### src/hdl/dual_issue_macros.svh
`ifndef DUAL_ISSUE_MACROS_SVH
`define DUAL_ISSUE_MACROS_SVH

// datapath width
`define DI_XLEN 32

// half word, used by the multiply partial products
`define DI_HALF 16

// register address width, 32 entries
`define DI_REG_AW 5

// free-running cycle counter
`define DI_CNT_W 64

`endif
### src/hdl/dual_issue_pkg.sv
`include "dual_issue_macros.svh"

package dual_issue_pkg;

    typedef enum logic [3:0] {
        OP_NOP, OP_ADD, OP_SUB, OP_AND, OP_OR, OP_XOR, OP_SLT,
        OP_ADDI, OP_LU12I, OP_PCADDI, OP_MUL, OP_RDCNTL, OP_RDCNTH
    } opcode_e;

    typedef enum logic [2:0] {
        ALU_ADD, ALU_SUB, ALU_AND, ALU_OR, ALU_XOR, ALU_SLT, ALU_PASS_B
    } alu_fn_e;

    typedef enum logic [1:0] {SRC1_REG, SRC1_PC, SRC1_ZERO} src1_sel_e;

    typedef enum logic [1:0] {SRC2_REG, SRC2_IMM, SRC2_CNT_LO, SRC2_CNT_HI} src2_sel_e;

    typedef struct packed {
        logic                  valid;
        opcode_e               opcode;
        logic [`DI_REG_AW-1:0] rd;
        logic [`DI_REG_AW-1:0] rj;
        logic [`DI_REG_AW-1:0] rk;
        logic [`DI_XLEN-1:0]   imm;
        logic [`DI_XLEN-1:0]   pc;
    } issue_pkt_t;

    typedef struct packed {
        logic                  valid;
        logic                  is_mul;
        alu_fn_e               alu_fn;
        src1_sel_e             src1_sel;
        src2_sel_e             src2_sel;
        logic                  writes_rd;
        logic [`DI_REG_AW-1:0] rd;
        logic [`DI_REG_AW-1:0] rj;
        logic [`DI_REG_AW-1:0] rk;
        logic [`DI_XLEN-1:0]   imm;
        logic [`DI_XLEN-1:0]   pc;
    } uop_t;

    typedef struct packed {
        uop_t                uop;
        logic [`DI_XLEN-1:0] op1;
        logic [`DI_XLEN-1:0] op2;
    } operand_t;

    // pp_xy: x half of op1 times y half of op2, l = low, h = high
    typedef struct packed {
        logic                  valid;
        logic                  is_mul;
        logic                  writes_rd;
        logic [`DI_REG_AW-1:0] rd;
        logic [`DI_XLEN-1:0]   pc;
        logic [`DI_XLEN-1:0]   alu_res;
        logic [`DI_XLEN-1:0]   pp_ll;
        logic [`DI_XLEN-1:0]   pp_lh;
        logic [`DI_XLEN-1:0]   pp_hl;
        logic [`DI_XLEN-1:0]   pp_hh;
    } ex_result_t;

    typedef struct packed {
        logic                  valid;
        logic                  writes_rd;
        logic [`DI_REG_AW-1:0] rd;
        logic [`DI_XLEN-1:0]   pc;
        logic [`DI_XLEN-1:0]   data;
    } commit_t;

endpackage

### src/hdl/result_writeback.sv
`timescale 1ns/1ps
`include "dual_issue_macros.svh"

module result_writeback
    import dual_issue_pkg::*;
(
    input  logic       clk,
    input  logic       rst_n,
    input  logic       stall,
    input  ex_result_t ex0,
    input  ex_result_t ex1,
    output commit_t    wr0,
    output commit_t    wr1
);

    function automatic commit_t finish(input ex_result_t e);
        commit_t               c;
        logic [2*`DI_XLEN-1:0] prod;
        // pp_hh only reaches the upper half, which is dropped
        prod = {{`DI_XLEN{1'b0}}, e.pp_ll} +
               ({{`DI_XLEN{1'b0}}, e.pp_lh} << `DI_HALF) +
               ({{`DI_XLEN{1'b0}}, e.pp_hl} << `DI_HALF) +
               {e.pp_hh, {`DI_XLEN{1'b0}}};
        c.valid     = e.valid;
        c.writes_rd = e.writes_rd;
        c.rd        = e.rd;
        c.pc        = e.pc;
        c.data      = e.is_mul ? prod[`DI_XLEN-1:0] : e.alu_res;
        return c;
    endfunction

    always_ff @(posedge clk or negedge rst_n) begin
        if (!rst_n) begin
            wr0 <= '0;
            wr1 <= '0;
        end else if (!stall) begin
            wr0 <= finish(ex0);
            wr1 <= finish(ex1);
        end
    end

endmodule

### config.mk
export PLATFORM = sky130hd
export DESIGN_NAME = result_writeback
export DESIGN_NICKNAME = d
export VERILOG_FILES = /design/src/hdl/dual_issue_pkg.sv /design/src/hdl/result_writeback.sv
export VERILOG_INCLUDE_DIRS = /design/src /design/src/hdl
export SDC_FILE = /design/constraint.sdc
export NUM_CORES = 1
export LEC_CHECK = 0
export ABC_AREA = 1
export BUFFER_PORTS_ARGS = -buffer_cell sky130_fd_sc_hd__buf_2
export CORE_AREA = 5 5 208 210
export DETAILED_ROUTE_END_ITERATION = 7
export DIE_AREA = 0 0 213 215
export SYNTH_ARGS = -nofsm -noshare
export SYNTH_HDL_FRONTEND = slang
export SYNTH_SLANG_ARGS = --single-unit
### constraint.sdc
create_clock -name clk -period 0.8 [get_ports clk]
set_input_delay 0.2 -clock clk [delete_from_list [all_inputs] [get_ports clk]]
set_output_delay 0.2 -clock clk [all_outputs]
set_load 0.03 [all_outputs]
==> results of run 1 <==
[cells by family (layout without fill, tap and decap cells)]
family,Yosys count,count (layout),synth area share
AO/OA/AOI/OAI,114,114,0.06902
XOR/XNOR,12,12,0.01271
AND/OR/NAND/NOR,626,626,0.2979
flip-flops,142,142,0.4298
buffers and inverters,149,829,0.07068
adder cells (fa/ha/maj),60,60,0.1199
[worst max-delay path, stage by stage]
cell and delay (ns):
buf_6 0.09, fa_2 0.63, ha_4 0.15, inv_2 0.03, fa_2 0.33, inv_2 0.09
nand3_2 0.08, nand3_4 0.09, nand3_2 0.08, nand4_1 0.09, nand3_1 0.08, nand2_1 0.06
nand2_1 0.04
[Yosys cell counts (all sizes together)]
cell | count | share of area
inv | 104 | 0.047
fa | 32 | 0.077
xor2 | 9 | 0.0095
nor2 | 94 | 0.044
nand2 | 478 | 0.22
clkbuf | 19 | 0.0086
buf | 26 | 0.015
xnor2 | 3 | 0.0032
a21oi | 96 | 0.058
dfrtp | 142 | 0.43
o21ai | 18 | 0.011
nand4 | 8 | 0.0061
ha | 28 | 0.042
nand3 | 46 | 0.030
[flip-flops by register name, indices dropped and copies added, names as in the netlist]
register and count:
wr0 71, wr1 71
[repair_timing]
| item | in CTS | in global routing |
|---|---|---|
| resized for setup | 357 | 103 |
| pin swaps | 74 | 100 |
| setup endpoints to repair | 172 | 182 |
| hold endpoints to repair | 255 | 0 |
| hold buffers | 120 | 0 |
| setup buffers | 39 | 42 |
| gates cloned | 0 | 0 |
[placed cells by master (no fill, tap or decap), types with 25 or more instances in the layout]
master / instances
nor2_1: 75
buf_6: 174
buf_4: 125
nand2_1: 413
a21oi_1: 81
inv_1: 83
nand2_2: 51
ha_4: 25
buf_2: 257
fa_1: 25
dfrtp_1: 142
dlygate4sd3_1: 120
[worst max-delay path by stage]
stage                        start  endpoint  slack (ns)  cells after the start
final                     ex0[113]   wr0[29]       -0.93                     13
after global routing      ex1[113]   wr1[29]       -0.98                     13
after CTS                 ex0[113]   wr0[31]       -0.89                     13
after detailed placement   ex0[33]   wr0[31]       -1.47                     13
after global placement     ex0[33]   wr0[31]       -1.44                     13
after floorplan            ex1[33]   wr1[31]       -1.08                     12
[area by class of cell]
cell class,count,area (sq um),area share
clock buffer,18,439.2,0.02738
clock inverter,14,155.1,0.009674
inverter,104,410.4,0.02559
multi-input combinational,812,5080,0.3167
sequential,142,3553,0.2216
tap,539,674.4,0.04205
timing repair buffer,693,5725,0.3570
[per-stage QoR]
step | hold WS [ns] | std cells
5_1_grt | 0.02634 | 2322
3_3_place_gp | 0.07433 | 2093
3_5_place_dp | 0.07787 | 2093
4_1_cts | 0.001875 | 2283
2_1_floorplan | -0.09559 | 1103
6_report | 0.04720 | 2322
[per-layer routing]
layer	wire length, um	part of all wire	GRT usage
met1	13950	0.38	0.1689
met2	18120	0.50	0.2604
met3	2707	0.074	0.04011
met4	1552	0.043	0.07169
met5	13	0.00036	0
[power by group through the flow]
| stage | Clock (uW) | Sequential, uW | Combinational [uW] |
|---|---|---|---|
| 4_1_cts | 8550 | 8650 | 12400 |
| 3_5_place_dp | 0 | 8580 | 10100 |
| 2_1_floorplan | 0 | 10200 | 4460 |
| 6_report | 8220 | 8670 | 13400 |
| 3_3_place_gp | 0 | 8580 | 9960 |
| 5_1_grt | 8800 | 8760 | 14500 |
==> results.json, run 1 <==
{
  "fin_ws_ns": -0.9268,
  "netlist_instances": 1103,
  "status": "complete, but fails checks",
  "clock_latency_reported_for_the_late_side_of_the_worst_skew_pair_ns": 0.44,
  "fmaxAchievable_mhz": 579.1,
  "crit-reg2reg-launch": "wr0[50]",
  "endpoint_kind": "register",
  "core_area_sq_um": 41380,
  "crit_path_max_fanout": 3,
  "vias_in_the_first_global_route": 10360,
  "power_density_nw_per_um2": 1891,
  "relSlewSlack": 0.8298,
  "grt_overflow": 0,
  "p_leak_uw": 0.008246,
  "vias": 9761,
  "power.switching_fraction": 0.3688,
  "root_buffer": "clkbuf_16",
  "finish.net_count": 2233,
  "final_cell_area_sq_um": 16040,
  "syn_to_final_growth_pct": 94.01,
  "clkTransAtPathRegs_ns": 0.06,
  "die_w_um": 213,
  "regToRegSetupSlack_ns": -0.06,
  "hold_violations": 0,
  "post_dp_cell_area_sq_um": 12100,
  "cts-buffers-inserted": 17,
  "finalCritPeriodShare": 2.158,
  "hold_path_end": "wr1[1]",
  "critical_path_class": "primary input to register",
  "detailedRoute.firstIterationViolations": 446,
  "cts_tree": "built",
  "mappedNetlistArea_sq_um": 8267,
  "io_buffer_count": 416,
  "setup-tns-final_ns": -77.52,
  "layout_min_cycle_time_ns": 1.727,
  "hold_path_class": "primary input to register",
  "drc_errors": 0,
  "dp_worst_setup_slack_ns": -1.466,
  "max_cap_check_violation_count": 0,
  "worst-endpoint-arrival_ns": 2.06,
  "gpl.final_weighted_congestion": 0.8460,
  "starting_utilization_of_the_core_area": 0.1998,
  "final_core_util": 0.3875,
  "grt_setup_unrepaired": "true",
  "synth.ff_latch_count": 142,
  "setup_viol_count_final": 176,
  "p_comb_frac": 0.443,
  "first_pass_iters": 5,
  "row_count": 75,
  "avgRoutedWirePerCell_um": 15.65,
  "cell_internal_pwr_uw": 19140,
  "setup.worst_path.start_class": "primary input",
  "ios": 545,
  "violations": "setup timing",
  "critical_path.reg2reg.endpoint": "wr0[50]",
  "netlist-cell-type-count": 19,
  "grt_usage": 0.1497,
  "whs_path_depth": 3,
  "worst-slew-pin-transition_ns": 0.2543,
  "area_enclosed_by_the_die_boundary_sq_um": 45800,
  "worst_hold_startpoint": "ex1[129]",
  "antenna_left": 0,
  "ys_warn_count": 0,
  "nets_in_the_synthesized_netlist": 1566,
  "synth_area_per_cell_sq_um": 7.495,
  "ys_seq_area_frac": 0.4298,
  "cts_buffer_depth": 2,
  "numClockSinks": 142,
  "drive_gt1_frac": 0.4425,
  "grt_first_pass_wirelength_um": 54230,
  "pwr-share-clk": 0.271,
  "fillCellCount": 3966,
  "maxSlewViolCount": 0,
  "chipHeight_um": 215,
  "via_per_inst": 4.204,
  "cp_data_required_time_ns": 1.13,
  "skew_ns": 0,
  "wirelength_um": 36340,
  "grt_max_degree": 45,
  "power.sequential.fraction": 0.286,
  "antenna_cells_inserted": 0,
  "grt_antenna_before_repair": 1,
  "report.power.total_uw": 30330,
  "htree_levels": 4,
  "worst_vdd_ir_mv": 1.051,
  "worstRegToRegCells": 4,
  "p_switching_uw": 11190,
  "dp_hpwl_um": 25460
}
Note: power is estimated with default switching activity, not from simulation.
==> inputs of run 2 (changes only) <==
SETUP_SLACK_MARGIN = 0.02   (was not set)
==> run 2 against run 1 <==
The flow still finishes with violations (setup timing). Combinational power is essentially flat. Critical path type unchanged. Die area is the same. Setup slack got worse by 0.0010 ns.
==> results.json, run 2 (synthesis results as in run 1) <==
{
  "status": "complete, but fails checks",
  "violations": "setup timing",
  "clock_latency_reported_for_the_late_side_of_the_worst_skew_pair_ns": 0.44,
  "maxSlewViolCount": 0,
  "detailedRoute.firstIterationViolations": 435,
  "max_cap_check_violation_count": 0,
  "p_leak_uw": 0.008232,
  "dp_hpwl_um": 25180,
  "fillCellCount": 3949,
  "starting_utilization_of_the_core_area": 0.1998,
  "cts-buffers-inserted": 17,
  "layout_min_cycle_time_ns": 1.728,
  "setup.worst_path.start_class": "primary input",
  "finalCritPeriodShare": 2.160,
  "grt_setup_unrepaired": "true",
  "grt_antenna_before_repair": 2,
  "worst_vdd_ir_mv": 0.9247,
  "fmaxAchievable_mhz": 578.8,
  "core_area_sq_um": 41380,
  "ios": 545,
  "cts_tree": "built",
  "gpl.final_weighted_congestion": 0.8214,
  "finalHoldWorstSlack_ns": 0.03631,
  "antenna_left": 0,
  "htree_levels": 4,
  "hold_path_class": "primary input to register",
  "clkTransAtPathRegs_ns": 0.07,
  "biggestRegsByFlops": "wr0 (71), wr1 (71)",
  "grt_first_pass_wirelength_um": 54400,
  "fin_ws_ns": -0.9278,
  "io_buffer_count": 416,
  "endpoint_kind": "register",
  "die_w_um": 213,
  "grt_usage": 0.1502,
  "setup_viol_count_final": 179,
  "root_buffer": "clkbuf_16",
  "area_enclosed_by_the_die_boundary_sq_um": 45800,
  "numClockSinks": 142,
  "worst-endpoint-arrival_ns": 2.06,
  "finish.net_count": 2230,
  "mostFrequentLayoutCells": "nand2_1 (406), buf_2 (254), buf_6 (179), dfrtp_1 (141), dlygate4sd3_1 (125)",
  "report.power.total_uw": 30370,
  "cts_buffer_depth": 2,
  "relSlewSlack": 0.7496,
  "grt_max_degree": 70,
  "critical_path.cell_chain": "buf_6, fa_2, ha_4, inv_2, fa_2, inv_4, nand3_4, nand3_4, nand3_2, nand4_1, nand3_1, nand2_1, nand2_1",
  "via_per_inst": 4.250,
  "worst_path_max_delay_cell": "fa_2",
  "layout_commonest_cell": "nand2_1",
  "syn_to_final_growth_pct": 95.26,
  "cp_data_required_time_ns": 1.13,
  "worst-slew-pin-transition_ns": 0.3756,
  "crit_path_max_fanout": 3,
  "first_pass_iters": 5,
  "cpPeakStageDelay_ns": 0.62,
  "row_count": 75,
  "wirelength_um": 36410,
  "grt_overflow": 0,
  "hold_violations": 0,
  "skew_ns": 0,
  "avgRoutedWirePerCell_um": 15.69,
  "setup-tns-final_ns": -77.48,
  "drc_errors": 0,
  "vias_in_the_first_global_route": 10330,
  "chipHeight_um": 215,
  "power_density_nw_per_um2": 1882,
  "vias": 9864,
  "drive_gt1_frac": 0.4584,
  "critical_path_class": "primary input to register"
}
==> run 2: cell types whose count changed in the layout (fill, tap and decap cells not counted), moves of 5 or more <==
cell	delta
buf_6	+5
a21oi_1	-11
nand3_1	-9
nand3_2	+9
a21oi_2	+11
nand2_1	-7
buf_12	-5
dlygate4sd3_1	+5
nand2_2	+5
buf_4	-5
==> run 2: critical path: cells and delay by family <==
family        cells  cell delay, ns
simple gates      7            0.51
fa+ha+maj         3            1.12
buf+inv           3            0.22
==> run 2: area by class of cell <==
| cell class | instances | area (sq um) | area share |
|---|---|---|---|
| Clock buffer | 18 | 439.2 | 0.02721 |
| Antenna cell | 2 | 5.005 | 0.0003101 |
| Tap cell | 539 | 674.4 | 0.04178 |
| Inverter | 104 | 412.9 | 0.02558 |
| Multi-Input combinational cell | 812 | 5220 | 0.3234 |
| Sequential cell | 142 | 3555 | 0.2202 |
| Clock inverter | 14 | 156.4 | 0.009689 |
| Timing Repair Buffer | 690 | 5679 | 0.3518 |
==> run 2: path summary, 6_finish.rpt <==
kind                                from  endpoint  slack [ns]  cells past startpoint
max in group asynchronous          rst_n   wr0[21]        0.13                      3
worst max register to register    wr1[6]    wr1[6]       -0.11                      4
worst max-delay path            ex0[113]   wr0[29]       -0.93                     13
min in group asynchronous          rst_n   wr1[67]        0.20                      2
worst min-delay path            ex0[109]   wr0[13]        0.04                      3
worst min register to register   wr1[34]   wr1[34]        0.50                      2
==> run 2: report_power, final <==
group	total (uW)	internal (uW)	switching (uW)
clock network	8220	4720	3500
registers	8680	8010	671
logic	13500	6390	7080
total	30400	19100	11300
==> run 2: through the flow <==
step,setup slack [ns],instance area (sq um),std cells,utilization
after global placement,-1.437,12070,2094,0.2916
after floorplan,-1.084,8882,1103,-
final,-0.9278,16140,2321,0.3901
after detailed placement,-1.425,12070,2094,0.2916
after CTS,-0.8603,15350,2281,0.3709
after global routing,-0.9924,16140,2320,0.3900
==> run 2: what timing repair did <==
| item | CTS | global route |
|---|---|---|
| endpoints found under the hold margin | 258 | 0 |
| resized for setup | 363 | 131 |
| pin swaps | 68 | 94 |
| setup endpoints to repair | 173 | 186 |
| hold buffers | 125 | 0 |
| setup buffers | 30 | 41 |
==> run 2: metal layers <==
metal  part of all wire  vias up  GRT usage  wire length [um]
li1                   -     4737          -                 -
met1               0.39     4647     0.1680             14210
met2               0.51      387     0.2676             18580
met3              0.062       91    0.03894              2272
met4              0.037        2    0.06465              1339
met5            0.00036        -          0                13
==> inputs of run 3 (changes only) <==
BUFFER_PORTS_ARGS = not set   (was -buffer_cell sky130_fd_sc_hd__buf_2)
CORE_AREA = 5 5 207 209   (was 5 5 208 210)
DIE_AREA = 0 0 212 214   (was 0 0 213 215)
DONT_BUFFER_PORTS = 1   (was not set)
==> run 3 against run 2 <==
The flow finishes with violations (hold timing, setup timing). Critical endpoint is now wr1[21]. Clock skew is the same. Critical path depth shrank 3. Largest cell class is now multi-input gates. Die area shrank 0.93%. Count of clock-buffer cells in the layout down 1.
==> results.json, run 3 (synthesis results as in run 1) <==
{
  "status": "complete, but fails checks",
  "violations": "hold timing, setup timing",
  "gpl.final_weighted_congestion": 0.8121,
  "max_cap_check_violation_count": 0,
  "layout_commonest_cell": "nand2_1",
  "wirelength_um": 33720,
  "area_enclosed_by_the_die_boundary_sq_um": 45370,
  "grt_usage": 0.1448,
  "final_cell_area_sq_um": 14240,
  "drive_gt1_frac": 0.3336,
  "crit-reg2reg-launch": "wr0[11]",
  "hold_violations": 215,
  "setup_viol_count_final": 178,
  "hold_path_class": "primary input to asynchronous set/reset pin",
  "crit_path_start": "ex1[33]",
  "cell_internal_pwr_uw": 18620,
  "post_dp_cell_area_sq_um": 11170,
  "ios": 545,
  "finalCritPeriodShare": 1.926,
  "mostFrequentLayoutCells": "nand2_1 (409), dlygate4sd3_1 (145), inv_1 (90), buf_12 (82), dfrtp_1 (76)",
  "cts_buffer_depth": 2,
  "vias_in_the_first_global_route": 9157,
  "pwr-share-clk": 0.293,
  "cts_hold_buf": 145,
  "relSlewSlack": 0.7736,
  "drc_errors": 0,
  "first_pass_iters": 6,
  "power_density_nw_per_um2": 2068,
  "antenna_left": 0,
  "chipHeight_um": 214,
  "finish.net_count": 1844,
  "grt_first_pass_wirelength_um": 51410,
  "worst-slew-pin-transition_ns": 0.3396,
  "starting_utilization_of_the_core_area": 0.2034,
  "power.switching_fraction": 0.3679,
  "root_buffer": "clkbuf_16",
  "regToRegSetupSlack_ns": -0.06,
  "top_usage_layer": "met2",
  "grt_antenna_before_repair": 2,
  "critical_path_class": "primary input to register",
  "finalHoldWorstSlack_ns": -0.5923,
  "dp_hpwl_um": 23060,
  "vias": 8492,
  "htree_levels": 4,
  "fin_ws_ns": -0.7406,
  "p_switching_uw": 10830,
  "grt_max_degree": 166,
  "die_w_um": 212,
  "grt_util_met2": 0.2497,
  "layout_min_cycle_time_ns": 1.541,
  "dp_worst_setup_slack_ns": -1.325,
  "cts-buffers-inserted": 17,
  "report.power.total_uw": 29450,
  "cts_tree": "built",
  "grt_setup_unrepaired": "true",
  "crit_path_max_fanout": 3,
  "clkTransAtPathRegs_ns": 0.08,
  "skew_ns": 0,
  "numClockSinks": 142,
  "avgRoutedWirePerCell_um": 17.49,
  "io_buffer_count": 0,
  "p_comb_frac": 0.383,
  "grt_overflow": 0,
  "power.sequential.fraction": 0.324,
  "via_per_inst": 4.405,
  "grtUsageMet3": 0.04887,
  "clock_latency_reported_for_the_late_side_of_the_worst_skew_pair_ns": 0.48,
  "endpoint_kind": "register",
  "detailedRoute.firstIterationViolations": 539,
  "setup.worst_path.start_class": "primary input",
  "cp_data_required_time_ns": 1.22,
  "fmaxAchievable_mhz": 649.1,
  "row_count": 74,
  "grt_util_met1": 0.1556,
  "p_leak_uw": 0.006586,
  "worst-endpoint-arrival_ns": 1.96,
  "biggestRegsByFlops": "wr0 (71), wr1 (71)",
  "worst_vdd_ir_mv": 1.805,
  "core_area_sq_um": 40650,
  "syn_to_final_growth_pct": 72.23,
  "maxSlewViolCount": 0
}
run 3: cell types whose count changed in the layout (fill, tap and decap cells not counted), sizes merged:
cell | before | now
inv | 109 | 111
dlygate4sd3 | 125 | 145
clkbuf | 18 | 17
clkinvlp | 3 | 2
buf | 565 | 159
run 3: routing by layer:
metal / up-vias / routed length, um
li1: 3957 / -
met1: 4054 / 12300
met2: 395 / 17020
met3: 86 / 2811
met4: 0 / 1596
met5: - / 0
run 3: metrics by stage:
stage	util	cells	hold slack (ns)	setup TNS, ns
finish	0.3503	1928	-0.5923	-75.78
global route	0.3502	1927	-0.6311	-84.35
CTS	0.3373	1908	-0.6394	-81.30
detailed placement	0.2747	1713	-0.09157	-43.52
global placement	0.2747	1713	-0.09183	-42.17
floorplan	-	1103	-0.09559	-28.23
run 3: final timing paths:
check                      endpoint  cells past startpoint
max                         wr1[21]                     10
min in group clk            wr0[18]                      1
min                         wr0[43]                      0
max reg2reg                 wr0[11]                      3
min reg2reg                 wr0[69]                      2
max in group asynchronous   wr0[24]                      0
run 3: area by class of cell:
| cell class | instances | area, sq um |
|---|---|---|
| inverter | 104 | 412.9 |
| fill | 3999 | 26410 |
| clock inverter | 15 | 193.9 |
| antenna | 2 | 5.005 |
| sequential | 142 | 3636 |
| multi-input combinational | 812 | 5171 |
| timing repair buffer | 304 | 3727 |
| tap | 532 | 665.6 |
| clock buffer | 17 | 425.4 |
run 3: critical path: stages:
cell and delay (ns):
fa_2 0.58, ha_4 0.14, inv_2 0.03, fa_2 0.36, inv_4 0.09, nand3_4 0.07, nand3_4 0.09, xor2_2 0.18
nand2_1 0.10, a21oi_2 0.12
run 3: what timing repair did:
item                       in CTS  in global routing
pin swaps                      51                 65
setup endpoints to repair     197                193
gates resized for setup       125                114
hold endpoints to repair      284                272
cloned                          0                  0
setup buffers                  18                 18
run 3: power by group through the flow:
| stage | clock network (uW) | logic, uW | registers (uW) |
|---|---|---|---|
| floorplan | 0 | 4510 | 10200 |
| detailed placement | 0 | 9200 | 9600 |
| global route | 9200 | 12300 | 9640 |
| global placement | 0 | 9090 | 9580 |
| CTS | 8950 | 10500 | 9530 |
| finish | 8620 | 11300 | 9550 |
