[src/hdl/dual_issue_macros.svh]
`ifndef DUAL_ISSUE_MACROS_SVH
`define DUAL_ISSUE_MACROS_SVH

// datapath width
`define DI_XLEN 32

// half word, used by the multiply partial products
`define DI_HALF 16

// register address width, 32 entries
`define DI_REG_AW 5

// free-running cycle counter
`define DI_CNT_W 64

`endif
[src/hdl/dual_issue_pkg.sv]
`include "dual_issue_macros.svh"

package dual_issue_pkg;

    typedef enum logic [3:0] {
        OP_NOP, OP_ADD, OP_SUB, OP_AND, OP_OR, OP_XOR, OP_SLT,
        OP_ADDI, OP_LU12I, OP_PCADDI, OP_MUL, OP_RDCNTL, OP_RDCNTH
    } opcode_e;

    typedef enum logic [2:0] {
        ALU_ADD, ALU_SUB, ALU_AND, ALU_OR, ALU_XOR, ALU_SLT, ALU_PASS_B
    } alu_fn_e;

    typedef enum logic [1:0] {SRC1_REG, SRC1_PC, SRC1_ZERO} src1_sel_e;

    typedef enum logic [1:0] {SRC2_REG, SRC2_IMM, SRC2_CNT_LO, SRC2_CNT_HI} src2_sel_e;

    typedef struct packed {
        logic                  valid;
        opcode_e               opcode;
        logic [`DI_REG_AW-1:0] rd;
        logic [`DI_REG_AW-1:0] rj;
        logic [`DI_REG_AW-1:0] rk;
        logic [`DI_XLEN-1:0]   imm;
        logic [`DI_XLEN-1:0]   pc;
    } issue_pkt_t;

    typedef struct packed {
        logic                  valid;
        logic                  is_mul;
        alu_fn_e               alu_fn;
        src1_sel_e             src1_sel;
        src2_sel_e             src2_sel;
        logic                  writes_rd;
        logic [`DI_REG_AW-1:0] rd;
        logic [`DI_REG_AW-1:0] rj;
        logic [`DI_REG_AW-1:0] rk;
        logic [`DI_XLEN-1:0]   imm;
        logic [`DI_XLEN-1:0]   pc;
    } uop_t;

    typedef struct packed {
        uop_t                uop;
        logic [`DI_XLEN-1:0] op1;
        logic [`DI_XLEN-1:0] op2;
    } operand_t;

    // pp_xy: x half of op1 times y half of op2, l = low, h = high
    typedef struct packed {
        logic                  valid;
        logic                  is_mul;
        logic                  writes_rd;
        logic [`DI_REG_AW-1:0] rd;
        logic [`DI_XLEN-1:0]   pc;
        logic [`DI_XLEN-1:0]   alu_res;
        logic [`DI_XLEN-1:0]   pp_ll;
        logic [`DI_XLEN-1:0]   pp_lh;
        logic [`DI_XLEN-1:0]   pp_hl;
        logic [`DI_XLEN-1:0]   pp_hh;
    } ex_result_t;

    typedef struct packed {
        logic                  valid;
        logic                  writes_rd;
        logic [`DI_REG_AW-1:0] rd;
        logic [`DI_XLEN-1:0]   pc;
        logic [`DI_XLEN-1:0]   data;
    } commit_t;

endpackage

[src/hdl/uop_decode.sv]
`timescale 1ns/1ps
`include "dual_issue_macros.svh"

module uop_decode
    import dual_issue_pkg::*;
(
    input  logic       clk,
    input  logic       rst_n,
    input  logic       stall,
    input  logic       flush,
    input  logic       hazard_hold,
    input  issue_pkt_t issue0,
    input  issue_pkt_t issue1,
    output uop_t       dec0,
    output uop_t       dec1
);

    function automatic uop_t decode_lane(input issue_pkt_t p);
        uop_t u;
        u.valid     = p.valid;
        u.is_mul    = 1'b0;
        u.alu_fn    = ALU_ADD;
        u.src1_sel  = SRC1_REG;
        u.src2_sel  = SRC2_REG;
        u.writes_rd = 1'b1;
        u.rd        = p.rd;
        u.rj        = p.rj;
        u.rk        = p.rk;
        u.imm       = p.imm;
        u.pc        = p.pc;
        case (p.opcode)
            OP_ADD: u.alu_fn = ALU_ADD;
            OP_SUB: u.alu_fn = ALU_SUB;
            OP_AND: u.alu_fn = ALU_AND;
            OP_OR:  u.alu_fn = ALU_OR;
            OP_XOR: u.alu_fn = ALU_XOR;
            OP_SLT: u.alu_fn = ALU_SLT;
            OP_ADDI: u.src2_sel = SRC2_IMM;
            OP_LU12I: begin
                // upper immediate, low 20 bits of imm land in [31:12]
                u.alu_fn   = ALU_PASS_B;
                u.src1_sel = SRC1_ZERO;
                u.src2_sel = SRC2_IMM;
                u.imm      = {p.imm[`DI_XLEN-13:0], 12'b0};
            end
            OP_PCADDI: begin
                u.src1_sel = SRC1_PC;
                u.src2_sel = SRC2_IMM;
            end
            OP_MUL: u.is_mul = 1'b1;
            OP_RDCNTL: begin
                u.alu_fn   = ALU_PASS_B;
                u.src1_sel = SRC1_ZERO;
                u.src2_sel = SRC2_CNT_LO;
            end
            OP_RDCNTH: begin
                u.alu_fn   = ALU_PASS_B;
                u.src1_sel = SRC1_ZERO;
                u.src2_sel = SRC2_CNT_HI;
            end
            default: begin
                // nop and anything unknown
                u.writes_rd = 1'b0;
                u.src1_sel  = SRC1_ZERO;
                u.src2_sel  = SRC2_IMM;
            end
        endcase
        return u;
    endfunction

    always_ff @(posedge clk or negedge rst_n) begin
        if (!rst_n) begin
            dec0 <= '0;
            dec1 <= '0;
        end else if (flush) begin
            dec0.valid <= 1'b0;
            dec1.valid <= 1'b0;
        end else if (!stall && !hazard_hold) begin
            dec0 <= decode_lane(issue0);
            dec1 <= decode_lane(issue1);
        end
    end

endmodule

[config.mk]
export PLATFORM = sky130hd
export DESIGN_NAME = uop_decode
export DESIGN_NICKNAME = d
export VERILOG_FILES = /design/src/hdl/dual_issue_pkg.sv /design/src/hdl/uop_decode.sv
export VERILOG_INCLUDE_DIRS = /design/src /design/src/hdl
export SDC_FILE = /design/constraint.sdc
export NUM_CORES = 1
export LEC_CHECK = 0
export CAP_MARGIN = 20
export CORE_AREA = 3 3 135 137
export DETAILED_ROUTE_END_ITERATION = 16
export DIE_AREA = 0 0 138 140
export DONT_BUFFER_PORTS = 1
export PLACE_DENSITY = 0.68
export SKIP_CTS_REPAIR_TIMING = 1
export SLEW_MARGIN = 30
export SYNTH_ARGS = -nofsm -noshare
export SYNTH_HDL_FRONTEND = slang
export SYNTH_SLANG_ARGS = --single-unit
[constraint.sdc]
create_clock -name clk -period 0.8 [get_ports clk]
set_input_delay 0.24 -clock clk [delete_from_list [all_inputs] [get_ports clk]]
set_output_delay 0.24 -clock clk [all_outputs]
set_load 0.01 [all_outputs]
==> results list, run 1 <==
- Layout net count: 1,114
- Peak fanout along the critical path: 2
- Crit path DAT: 0.99 ns
- GRT Residual Overflow: 0
* Overall fraction of global-route tracks in use: 19.3%
- Register bit count reported by yosys: 178
* Post-route standard cell area excluding fillers: 11,600 um2
- Setup repair after global routing could not meet its margin everywhere.
- Number of enable flip-flop cells after synthesis: 0
- The floorplan step defined a core boundary enclosing 17,200 um2.
- CTS H-tree depth: 4
- Detail-routed via count per cell: 5.46
* Part of the power in combinational logic: 15.1%
- Setup slack on the worst reg-to-reg path comes out at -0.06 ns.
- # Max-Cap Violations: 0
* CTS max path bufs: 2
* Layout overhead on the synthesized area: 56.8%
- Total placed instance area: 7920 um2
* Main area contributors after synthesis: sky130_fd_sc_hd__dfrtp_1, sky130_fd_sc_hd__nand2_1, sky130_fd_sc_hd__mux2i_1
- In the final routed layout, each cell accounts on average for 22.4 um.
- For the worst flop-to-flop path, the logic depth is 1.
* Clock root buffer master: sky130_fd_sc_hd__clkbuf_16
- The netlist uses 37 different library cells.
- Total Neg Setup Slack: -82.77 ns
* Largest net degree at the start of global routing: 179
- Of the synthesized area, sequential elements account for 60.2%.
- Post-synth design cell area: 7390 um2
* TritonCTS clock tree: built
- The worst register-to-register path begins at dec1[35].
- The final route contains 6,439 vias.
- CP peak stage delay: 0.43 ns
* Switching share of power: 30.7%
- The number of max-slew violations in the final report came to 0.
- Pre-CTS setup slack: -0.579 ns
- Net switching component of the power: 7550 uW
- Post-CTS clock slew at the launch and capture registers of the worst setup and hold paths: 0.07 ns
* RR Endpoint: dec1[35]
* Hold slack final: -0.490 ns
- Summed over all instances, the cell type with the most area after synthesis is sky130_fd_sc_hd__dfrtp_1.
- The initial antenna violation count came to 1.
* GPL Wtd Cong: 0.835
- In this run the number of cells on the critical path is 1.
- Buffers placed on the I/O ports in this run total 0.
* Post-synthesis area per instance: 9.87 um2
* Number of design rule violations left after detail routing: 0
* Post-Synthesis Cells: 749
* Total number of clock tree sinks: 178
- Startpoint type of the worst setup path: register
- The number of global-route vias before repair is 5,251.
* Clock period minus worst slack: 1.23 ns
* TritonRoute pass-1 iters: 5
* Worst hold path type: input port to async pin
- The synthesized design devotes to its leading area cell type 60.2% of total area.
- After the first detailed-routing iteration, the DRC count stood at 299.
* Peak supply drop: 0.00142 V
- For the pin with the worst max-slew slack, the measured transition is 0.389 ns.
* Final Hold Fails: 184
* Top delay family on crit path: flip-flops
* Sequential Power Share: 51.5%
* Fmax achieved: 0.815 GHz
* Clock insertion delay at the later pin of the skew report: 0.41 ns
- Req. time, crit path: 0.56 ns
* End of the critical path: dec0[80]
- Detailed placement ended at an HPWL of 13,800 um.
- The first global-routing pass estimated 29,700 um of wire.
* Fraction of synthesis flops using an asynchronous set or reset pin: 100%
- Counting both buffers and inverters, the worst setup path holds a total of 1.
* Violated checks: negative hold slack, negative setup slack
* Final setup violating endpoints: 353
- The floorplan step set the die height to 140 um.
* Clk pwr share: 33.3%
* Die outline area: 19,300 um2
- The internal power of the cells totals 17,100 uW.
- After layout, the worst path uses 153% of the clock period.
* Number of top-level design ports: 351
- In this run the static leakage power is 0.00538 uW.
- The signal on the critical path passes through buf_12.
* Fraction of layout cells with a size suffix above 1: 38.4%
- Pwr/cell area: 2120 nW/um2
- Wires add up to 26,500 um.
- In this run the tightest slew margin relative to its limit is 74.1%.
- Yosys printed 0 warnings.
- Setup WS post-layout: -0.427 ns
- Slowest-stage cell, CP: sky130_fd_sc_hd__dfrtp_1
- Row generation in the floorplan step produced 48 rows.
- The count of nets left with antenna violations once routing finished came out at 0.
* Critical path class: register to output port
- The run finished, with violations left.
* Most common flop cell mapped by yosys: sky130_fd_sc_hd__dfrtp_1
- Once the floorplan was initialized, standard cells occupied 43.1% of the core.
- CTS buffer count: 17
* Floorplan die width: 138 um
- Post-route clock skew: 0 ns
- Synthesized Nets: 922
* Crit path launch: dec0[80]
* Critical path endpoint category: output port
-- per-stage QoR --
stage | instances | hold WS (ns) | utilization (%) | total power [uW]
finish | 1180 | -0.490 | 67.5 | 24600
global route | 1180 | -0.520 | 67.5 | 25700
CTS | 999 | -0.515 | 49.4 | 22600
detailed placement | 967 | -0.0528 | 46.1 | 14400
global placement | 967 | -0.0523 | 46.1 | 14300
floorplan | 749 | -0.0556 | - | 13500
-- layout by cell type, fill, tap and decap left out, types with 24 or more instances in the layout --
master	count
sky130_fd_sc_hd__a22o_1	24
sky130_fd_sc_hd__clkbuf_16	38
sky130_fd_sc_hd__dfrtp_1	121
sky130_fd_sc_hd__dfrtp_2	57
sky130_fd_sc_hd__dlygate4sd3_1	129
sky130_fd_sc_hd__mux2i_1	35
sky130_fd_sc_hd__nand2_1	199
sky130_fd_sc_hd__nand2_2	109
sky130_fd_sc_hd__nand2_4	36
sky130_fd_sc_hd__o21ai_1	32
-- sequential cells by signal (all words and copies together) (netlist names) --
register	count
dec0	89
dec1	89
-- Yosys cell counts, types with 3 or more instances --
| library cell | count |
|---|---|
| sky130_fd_sc_hd__nand2_1 | 344 |
| sky130_fd_sc_hd__dfrtp_1 | 178 |
| sky130_fd_sc_hd__o21ai_0 | 43 |
| sky130_fd_sc_hd__mux2i_1 | 41 |
| sky130_fd_sc_hd__clkbuf_1 | 25 |
| sky130_fd_sc_hd__a22o_1 | 24 |
| sky130_fd_sc_hd__buf_6 | 14 |
| sky130_fd_sc_hd__nor2_1 | 10 |
| sky130_fd_sc_hd__a21oi_1 | 8 |
| sky130_fd_sc_hd__buf_2 | 8 |
| sky130_fd_sc_hd__o21ai_1 | 8 |
| sky130_fd_sc_hd__o41ai_2 | 5 |
| sky130_fd_sc_hd__and3b_1 | 4 |
| sky130_fd_sc_hd__nand2b_1 | 4 |
| sky130_fd_sc_hd__a21o_1 | 3 |
| sky130_fd_sc_hd__buf_4 | 3 |
| sky130_fd_sc_hd__inv_1 | 3 |
| sky130_fd_sc_hd__nor3_1 | 3 |
| sky130_fd_sc_hd__o31ai_1 | 3 |
-- worst min path at each step --
stage | startpoint | endpoint | slack, ns | cells after the start
floorplan | rst_n | dec0[0] | -0.06 | 0
global placement | rst_n | dec1[3] | -0.05 | 0
detailed placement | rst_n | dec1[3] | -0.05 | 0
CTS | rst_n | dec1[3] | -0.52 | 0
global route | rst_n | dec1[2] | -0.52 | 0
finish | rst_n | dec1[8] | -0.49 | 0
-- cell families after synthesis --
family | synth area share (%)
flip-flops | 60.2
AO/OA/AOI/OAI | 9.51
buffers and inverters | 4.45
AND/OR/NAND/NOR | 20.3
multiplexers | 5.55
-- layout make-up --
cell class	instances	area, um2
antenna	1	2.50
clock buffer	20	447
clock inverter	12	123
fill	1160	5580
inverter	3	11.3
multi-input combinational	517	3350
sequential	178	4530
tap	225	282
timing repair buffer	224	2850
-- power groups by stage --
| stage | registers [uW] | logic [uW] | clock network, uW |
|---|---|---|---|
| floorplan | 12000 | 1550 | 0 |
| global placement | 12400 | 1880 | 0 |
| detailed placement | 12400 | 2020 | 0 |
| CTS | 12300 | 1990 | 8340 |
| global route | 12800 | 4060 | 8800 |
| finish | 12700 | 3730 | 8200 |
-- layer usage --
layer	part of all wire, %	up-vias	track usage, %
li1	-	2844	-
met1	34	3172	21.7
met2	53	365	32.2
met3	11	58	9.87
met4	2.7	0	5.67
met5	0	-	0
Power figures use the tool's default switching activity.
==> run 2: changes to the inputs <==
--- a/config.mk
+++ b/config.mk
@@ -12,7 +12,6 @@
 export DIE_AREA = 0 0 138 140
 export DONT_BUFFER_PORTS = 1
 export PLACE_DENSITY = 0.68
-export SKIP_CTS_REPAIR_TIMING = 1
 export SLEW_MARGIN = 30
 export SYNTH_ARGS = -nofsm -noshare
 export SYNTH_HDL_FRONTEND = slang
==> run 2 against run 1 <==
  * The flow still finishes with violations (negative hold slack, negative setup slack)
  * Die area unchanged
  * Critical path type unchanged
  * Critical endpoint unchanged
  * Core utilization up 4.7 points
  * Combinational power up 20%
  * First-iteration DRC count up 34%
  * Highest routed layer unchanged
  * Non-clock buffer count up 29
  * Fmax about the same
  * Largest power group unchanged
  * Setup slack worse by 0.00099 ns
  * Cell area up 6.9%
  * Cell count up 2.5%
  * Sequential cell count unchanged
==> results list, run 2 (synthesized netlist as in run 1, its figures left out) <==
* Outcome: finished with violations
- Violated checks: negative hold slack, negative setup slack
* Chip height: 140 um
* Hold slack final: -0.497 ns
- Relative slew margins: 79.2%
- Slew at the pin with the worst max-slew slack: 0.304 ns
- In this run, the number of DRC markers left after iteration 0 of detailed routing was 401.
* Setup slack on the worst flop-to-flop path: -0.21 ns
- First-pass GRT wire length: 40,200 um
* # Max-Cap Violations: 0
- Tracing the worst setup path back leads to its startpoint at dec0[80].
- Share of the clock period used by the worst path: 154%
- Vias: 6,833
- The routed design has 29,400 um of wire.
- Before CTS, the worst setup slack after placement is -0.579 ns.
* CP bufs+invs: 1
- Fmax achieved: 0.814 GHz
- The sequential cells in the finished layout cover a total of 4580 um2.
- Dividing the detail-routed via count by the number of cells gives 5.65.
- Top delay family on crit path: flip-flops
* Leakage power figure: 0.00562 uW
- Antenna viol nets, final: 0
- The layout has 1,023 filler cells.
- At the end of the flow the core is filled with cells to 72.2%.
- Final Non-Filler Cells: 1,210
- The die is 138 um wide.
- Standard-cell rows: 48
* Crit path DAT: 0.99 ns
- Global routing finished with a remaining overflow of 0.
- Across the routed clock network, the largest skew measured is 0 ns.
- Setup repair after global routing missed its margin: true
* Startpoint type of the worst setup path: register
* Fraction of layout cells with a size suffix above 1: 48.1%
- The number of cells on the worst reg-to-reg path is 3.
* Die outline area: 19,300 um2
* Final Hold Fails: 178
- The number of global-route vias before repair was 6,996.
- After detailed routing, the number of remaining DRC violations is 0.
* Switching share of power: 31.7%
- The core region is 17,200 um2.
- The initial antenna violation count was 1.
* Part of the power in combinational logic: 17.4%
- Initial Util: 43.1%
- Wire length per cell after detailed routing: 24.3 um
* Sequential Power Share: 50.6%
- Layout net count: 1,143
* Top library cells by usage in the layout, fill and taps aside: sky130_fd_sc_hd__nand2_1, sky130_fd_sc_hd__dlygate4sd3_1, sky130_fd_sc_hd__nand2_2
* Biggest registers after layout: dec0: 89 flops, dec1: 89 flops
* Peak supply drop: 0.00145 V
* Area used by multi-input combinational logic: 3730 um2
- Clk pwr share: 32.0%
- Critical path endpoint category: output port
* Reg2Reg Launch Point: dec1[42]
- Number of top-level design ports: 351
* DPL Wire Length: 13,800 um
- The setup path with the least slack is of type register to output port.
* Total number of clock tree sinks: 178
- Slowest-stage cell, CP: sky130_fd_sc_hd__dfrtp_1
- The tree is rooted in a sky130_fd_sc_hd__clkbuf_16.
- Post-CTS clock slew at the launch and capture registers of the worst setup and hold paths: 0.08 ns
* GPL Wtd Cong: 0.835
- The clock tree synthesis step divided the H-tree into 4 levels.
- Number of cells in the design after placement: 967
- Final count of pins violating max slew: 0
- Pwr/cell area: 2070 nW/um2
- In this run, CTS created clock tree buffers numbering 17.
* Layout overhead on the synthesized area: 67.7%
* Final setup violating endpoints: 352
- Overall fraction of global-route tracks in use: 26.4%
* Peak fanout along the critical path: 2
* Req. time, crit path: 0.56 ns
* Largest net degree at the start of global routing: 179
* Clock period minus worst slack: 1.23 ns
* CTS max path bufs: 2
* Critical-path cell list: buf_12
- For this run, the slowest stage of the critical path takes 0.42 ns.
- Net switching component of the power: 8160 uW
- The count of buffers added on input and output ports is 0.
- The worst register-to-register path ends at dec1[42].
- For the worst-skew pair, the clock arrives at the later sink with an insertion delay of 0.42 ns.
- TritonCTS clock tree: built
* TritonRoute pass-1 iters: 4
* Worst hold path type: input port to async pin
- Internal power: 17,500 uW
- In the post-route analysis, the smallest setup slack over all paths is -0.428 ns.
## run 2: cell count changes in the layout (fill, tap and decap cells not counted), moves of 10 or more
cell                            before  now
sky130_fd_sc_hd__dlygate4sd3_1     129  148
sky130_fd_sc_hd__nand2_4            36   77
sky130_fd_sc_hd__buf_12             21   31
sky130_fd_sc_hd__o21ai_1            32   20
sky130_fd_sc_hd__clkbuf_16          38   20
sky130_fd_sc_hd__o21ai_2            15   27
sky130_fd_sc_hd__nand2_2           109  119
sky130_fd_sc_hd__buf_16              1   16
sky130_fd_sc_hd__dfrtp_1           121   81
sky130_fd_sc_hd__dfrtp_2            57   97
sky130_fd_sc_hd__nand2_1           199  148
## run 2: timing repair
item,in CTS,in global routing
hold endpoints to repair,323,182
hold buffers,149,4
endpoints found under the setup margin,319,354
buffers inserted,20,21
cloned,26,4
pin swaps,42,125
resized for setup,221,330
## run 2: metal layers
metal | routed length, um | vias to the layer above | track usage (%)
met2 | 15400 | 439 | 46.9
li1 | - | 2921 | -
met5 | 0 | - | 0
met3 | 3100 | 101 | 9.94
met1 | 9690 | 3372 | 28.6
met4 | 1200 | 0 | 10.3
## run 2: worst max path at each step
stage | endpoint | slack [ns] | cells after the start
floorplan | dec0[84] | -0.60 | 7
global placement | dec1[87] | -0.57 | 5
detailed placement | dec1[33] | -0.58 | 4
CTS | dec0[80] | -0.47 | 1
global route | dec0[80] | -0.47 | 1
finish | dec0[80] | -0.43 | 1
## run 2: power groups by stage
stage | clock, uW | sequential (uW) | combinational [uW]
floorplan | 0 | 12000 | 1550
global placement | 0 | 12400 | 1880
detailed placement | 0 | 12400 | 2020
CTS | 8340 | 12400 | 3380
global route | 8840 | 13100 | 4780
finish | 8240 | 13000 | 4470
## run 2: final cells by class
cell class,count,share of cell area [%]
sequential,178,36.9
multi-input combinational,517,30.1
timing repair buffer,253,26.0
clock buffer,20,3.60
tap,225,2.27
clock inverter,12,0.989
inverter,3,0.0908
antenna,2,0.0404
## run 2: stage by stage
step	area [um2]	TNS [ns]	power, uW
floorplan	7470	-94.96	13500
global placement	7920	-83.63	14300
detailed placement	7920	-85.80	14400
CTS	11400	-86.46	24100
global route	12400	-92.66	26700
finish	12400	-86.16	25700
==> run 3: changes to the inputs <==
--- a/config.mk
+++ b/config.mk
@@ -6,13 +6,14 @@
 export SDC_FILE = /design/constraint.sdc
 export NUM_CORES = 1
 export LEC_CHECK = 0
+export ABC_AREA = 1
 export CAP_MARGIN = 20
-export CORE_AREA = 3 3 135 137
+export CORE_AREA = 3 3 134 136
 export DETAILED_ROUTE_END_ITERATION = 16
-export DIE_AREA = 0 0 138 140
+export DIE_AREA = 0 0 137 139
 export DONT_BUFFER_PORTS = 1
-export PLACE_DENSITY = 0.68
-export SLEW_MARGIN = 30
+export PLACE_DENSITY = 0.69
+export SLEW_MARGIN = 20
 export SYNTH_ARGS = -nofsm -noshare
 export SYNTH_HDL_FRONTEND = slang
 export SYNTH_SLANG_ARGS = --single-unit
==> run 3 against run 2 <==
  * The flow still finishes with violations (negative hold slack, negative setup slack)
  * Cell count is 5.5% higher
  * Critical path depth did not move
  * Count of clock-buffer cells in the layout shrank 3
  * Die area fell by 1.4%
  * Register-to-register slack better by 0.24 ns
  * Routed wire length shrank 18%
  * Sequential cell count did not move
  * Clock skew unchanged
  * Combinational power decreased by 33%
  * Hold slack worse by 0.0039 ns
  * Area after synthesis is 1.2% lower
==> results list, run 3 <==
- End of the critical path: dec0[79]
* Port Buffer Count: 0
- Final count of pins violating max slew: 0
* Req. time, crit path: 0.56 ns
- Top delay family on crit path: flip-flops
* Layout overhead on the synthesized area: 40.0%
- Core area: 17,100 um2
- Floorplan die width: 137 um
- Post-synthesis area per instance: 8.54 um2
- Wire length per cell after detailed routing: 18.9 um
* CTS H-tree depth: 4
- Reg2Reg Launch Point: dec0[56]
* Detail-routed via count per cell: 5.26
- Sequential fraction of the synthesis area: 60.9%
- The first global-routing pass estimated 36,500 um of wire.
- Setup repair after global routing could not meet its margin everywhere.
- Along the worst path, the maximum fanout reaches 2.
- The most critical setup path has its startpoint at dec0[79].
* Number of global-route vias before repair: 6,910
* Pre-CTS setup slack: -0.367 ns
- For this design, the sink count on the clock tree is 178.
- After the first detailed-routing iteration, the DRC count stood at 506.
- Fraction of layout cells with a size suffix above 1: 11.7%
* Overall power consumption: 24,000 uW
* Part of the power in combinational logic: 12.4%
* Biggest area consumer among synthesized cells: sky130_fd_sc_hd__dfrtp_1
- In this run the power spent charging and discharging nets is 7260 uW.
* Clock root buffer master: sky130_fd_sc_hd__clkbuf_16
- In this run the static leakage power is 0.00507 uW.
- Critical path class: register to output port
- Setup violations remaining at the end of the flow were counted as 178.
- Number of antenna violations at the first check in global routing: 0
- Counting every instance in the synthesized netlist gives 856.
- Across all layers, the routed design uses 6,723 vias.
- Post-route clock skew: 0 ns
* Chip height: 139 um
- Relative slew margins: 72.0%
- The synthesized design contains 0 enable-type register cells.
- Number of stages on the worst setup path: 1
- Setup WS post-layout: -0.426 ns
- Max-cap violations in this run came to 0.
* Largest net degree at the start of global routing: 179
* Pwr/cell area: 2350 nW/um2
- Number of top-level design ports: 351
- Global routing consumed, over all layers together, 24.5% of the routing resources.
- For the pin with the worst max-slew slack, the measured transition is 0.421 ns.
- Yosys attributes the largest share of cell area to sky130_fd_sc_hd__dfrtp_1, sky130_fd_sc_hd__nand2_1, sky130_fd_sc_hd__nor2_1.
- Of the total power, registers draw 51.5%.
* GRT Residual Overflow: 0
* Standard-cell rows: 48
- The number of hold violations in the final report came to 178.
- Peak supply drop: 0.00137 V
* Most common flop cell mapped by yosys: sky130_fd_sc_hd__dfrtp_1
- CTS max path bufs: 2
* Register bit count reported by yosys: 178
- Of the available clock period, the critical path in the final layout requires 153%.
- Clock period minus worst slack: 1.23 ns
* Antenna viol nets, final: 0
* CP bufs+invs: 1
- Worst hold path type: input port to async pin
* Most frequent cell after synthesis: sky130_fd_sc_hd__nand2_1
- Clk pwr share: 36.1%
- The largest individual stage delay along the critical path comes from the cell sky130_fd_sc_hd__dfrtp_1.
- By count the netlist is led by sky130_fd_sc_hd__nand2_1, sky130_fd_sc_hd__dfrtp_1, sky130_fd_sc_hd__nor2_1.
* Internal power: 16,700 uW
- Critical-path cell list: buf_12
- TritonCTS clock tree: built
* Setup slack on the worst flop-to-flop path: 0.03 ns
- For the worst-skew pair, the clock arrives at the later sink with an insertion delay of 0.42 ns.
- Counting flops with an async set or reset pin after synthesis yields a share of 100%.
* Violated checks: negative hold slack, negative setup slack
- Leading cell type in the layout, fill and taps excluded: sky130_fd_sc_hd__nand2_1
- The largest registers in the layout are dec0: 89 flops, dec1: 89 flops.
- In this run the biggest area consumer among cell types represents 60.9% of the synthesized area.
* Number of cells in the design after placement: 1,086
- Diode count: 0
* Syn. warnings: 0
- The HPWL after detailed placement is 14,800 um.
- After the flow finishes, the layout carries non-filler instances totaling 1,277.
- The sequential cells in the finished layout cover a total of 4470 um2.
- For this configuration, the core starts out at a cell density of 42.8%.
- The largest single stage delay on the critical path is 0.42 ns.
* Switching share of power: 30.2%
- Post-synth design cell area: 7310 um2
- Startpoint type of the worst setup path: register
- Crit path DAT: 0.99 ns
- The netlist uses 21 different library cells.
- Critical path endpoint category: output port
- Based on the critical path, the design can be clocked at up to 0.815 GHz.
- Die outline area: 19,000 um2
- Clock-pin slew was measured on the worst setup and hold paths at 0.08 ns.
- Measured in cells, the most critical reg-to-reg path has a length of 2.
* GPL Wtd Cong: 0.866
- Number of design rule violations left after detail routing: 0
- Counting the fill cells in the layout gives 1,313.
- The tightest hold path in the finished design has a slack of -0.501 ns.
- The flow ran to the end, but the final reports show violations.
* Area used by multi-input combinational logic: 2570 um2
* Layout net count: 1,212
* CTS buffer count: 17
- Utilization after layout: 60.0%
- TritonRoute pass-1 iters: 5
- Synthesized Nets: 1,029
- Top library cells by usage in the layout, fill and taps aside: sky130_fd_sc_hd__nand2_1, sky130_fd_sc_hd__dfrtp_1, sky130_fd_sc_hd__dlygate4sd3_1
- RR Endpoint: dec0[56]
* Drt total wl: 24,100 um
-- run 3: timing repair --
item,in CTS,in global routing
cloned,0,1
hold endpoints to repair,343,179
hold buffers,156,1
pin swaps,0,4
setup buffers,1,0
gates resized for setup,9,19
endpoints found under the setup margin,180,184
-- run 3: cell families after synthesis --
kind of cell    synth area share (%)
buf+inv                         4.78
simple gates                    27.1
compound gates                  7.14
flops                           60.9
-- run 3: through the flow --
stage                     cell area, um2  setup TNS, ns
after floorplan                     7440         -28.36
after global placement              7950         -49.58
after detailed placement            7950         -52.90
after CTS                          10200         -56.32
after global routing               10200         -59.48
final                              10200         -52.17
-- run 3: how the worst min path moves through the flow --
stage | startpoint | endpoint | slack [ns] | cells after the start
5_1_grt | rst_n | dec0[32] | -0.54 | 0
3_5_place_dp | rst_n | dec0[69] | -0.05 | 0
4_1_cts | rst_n | dec0[32] | -0.52 | 0
3_3_place_gp | rst_n | dec0[69] | -0.05 | 0
6_report | rst_n | dec0[43] | -0.50 | 0
2_1_floorplan | rst_n | dec0[0] | -0.06 | 0
-- run 3: area by class of cell --
class | count | area share [%]
sequential | 178 | 43.7
multi-input combinational | 613 | 25.2
timing repair buffer | 213 | 21.7
clock buffer | 17 | 4.16
tap | 225 | 2.75
clock inverter | 15 | 1.87
inverter | 16 | 0.661
-- run 3: routing by layer --
layer	wire length, um	track usage (%)	vias up	part of all wire [%]
li1	-	-	3056	-
met1	8600	27.2	3190	36
met2	11900	40.6	404	49
met3	2560	9.69	73	11
met4	1060	12.0	0	4.4
met5	0	0	-	0
-- run 3: power by group through the flow --
stage	Combinational (uW)	Sequential, uW	Clock, uW
floorplan	1600	12000	0
global placement	2040	12500	0
detailed placement	2150	12500	0
CTS	2850	12300	8840
global route	3340	12500	9290
finish	2980	12400	8660
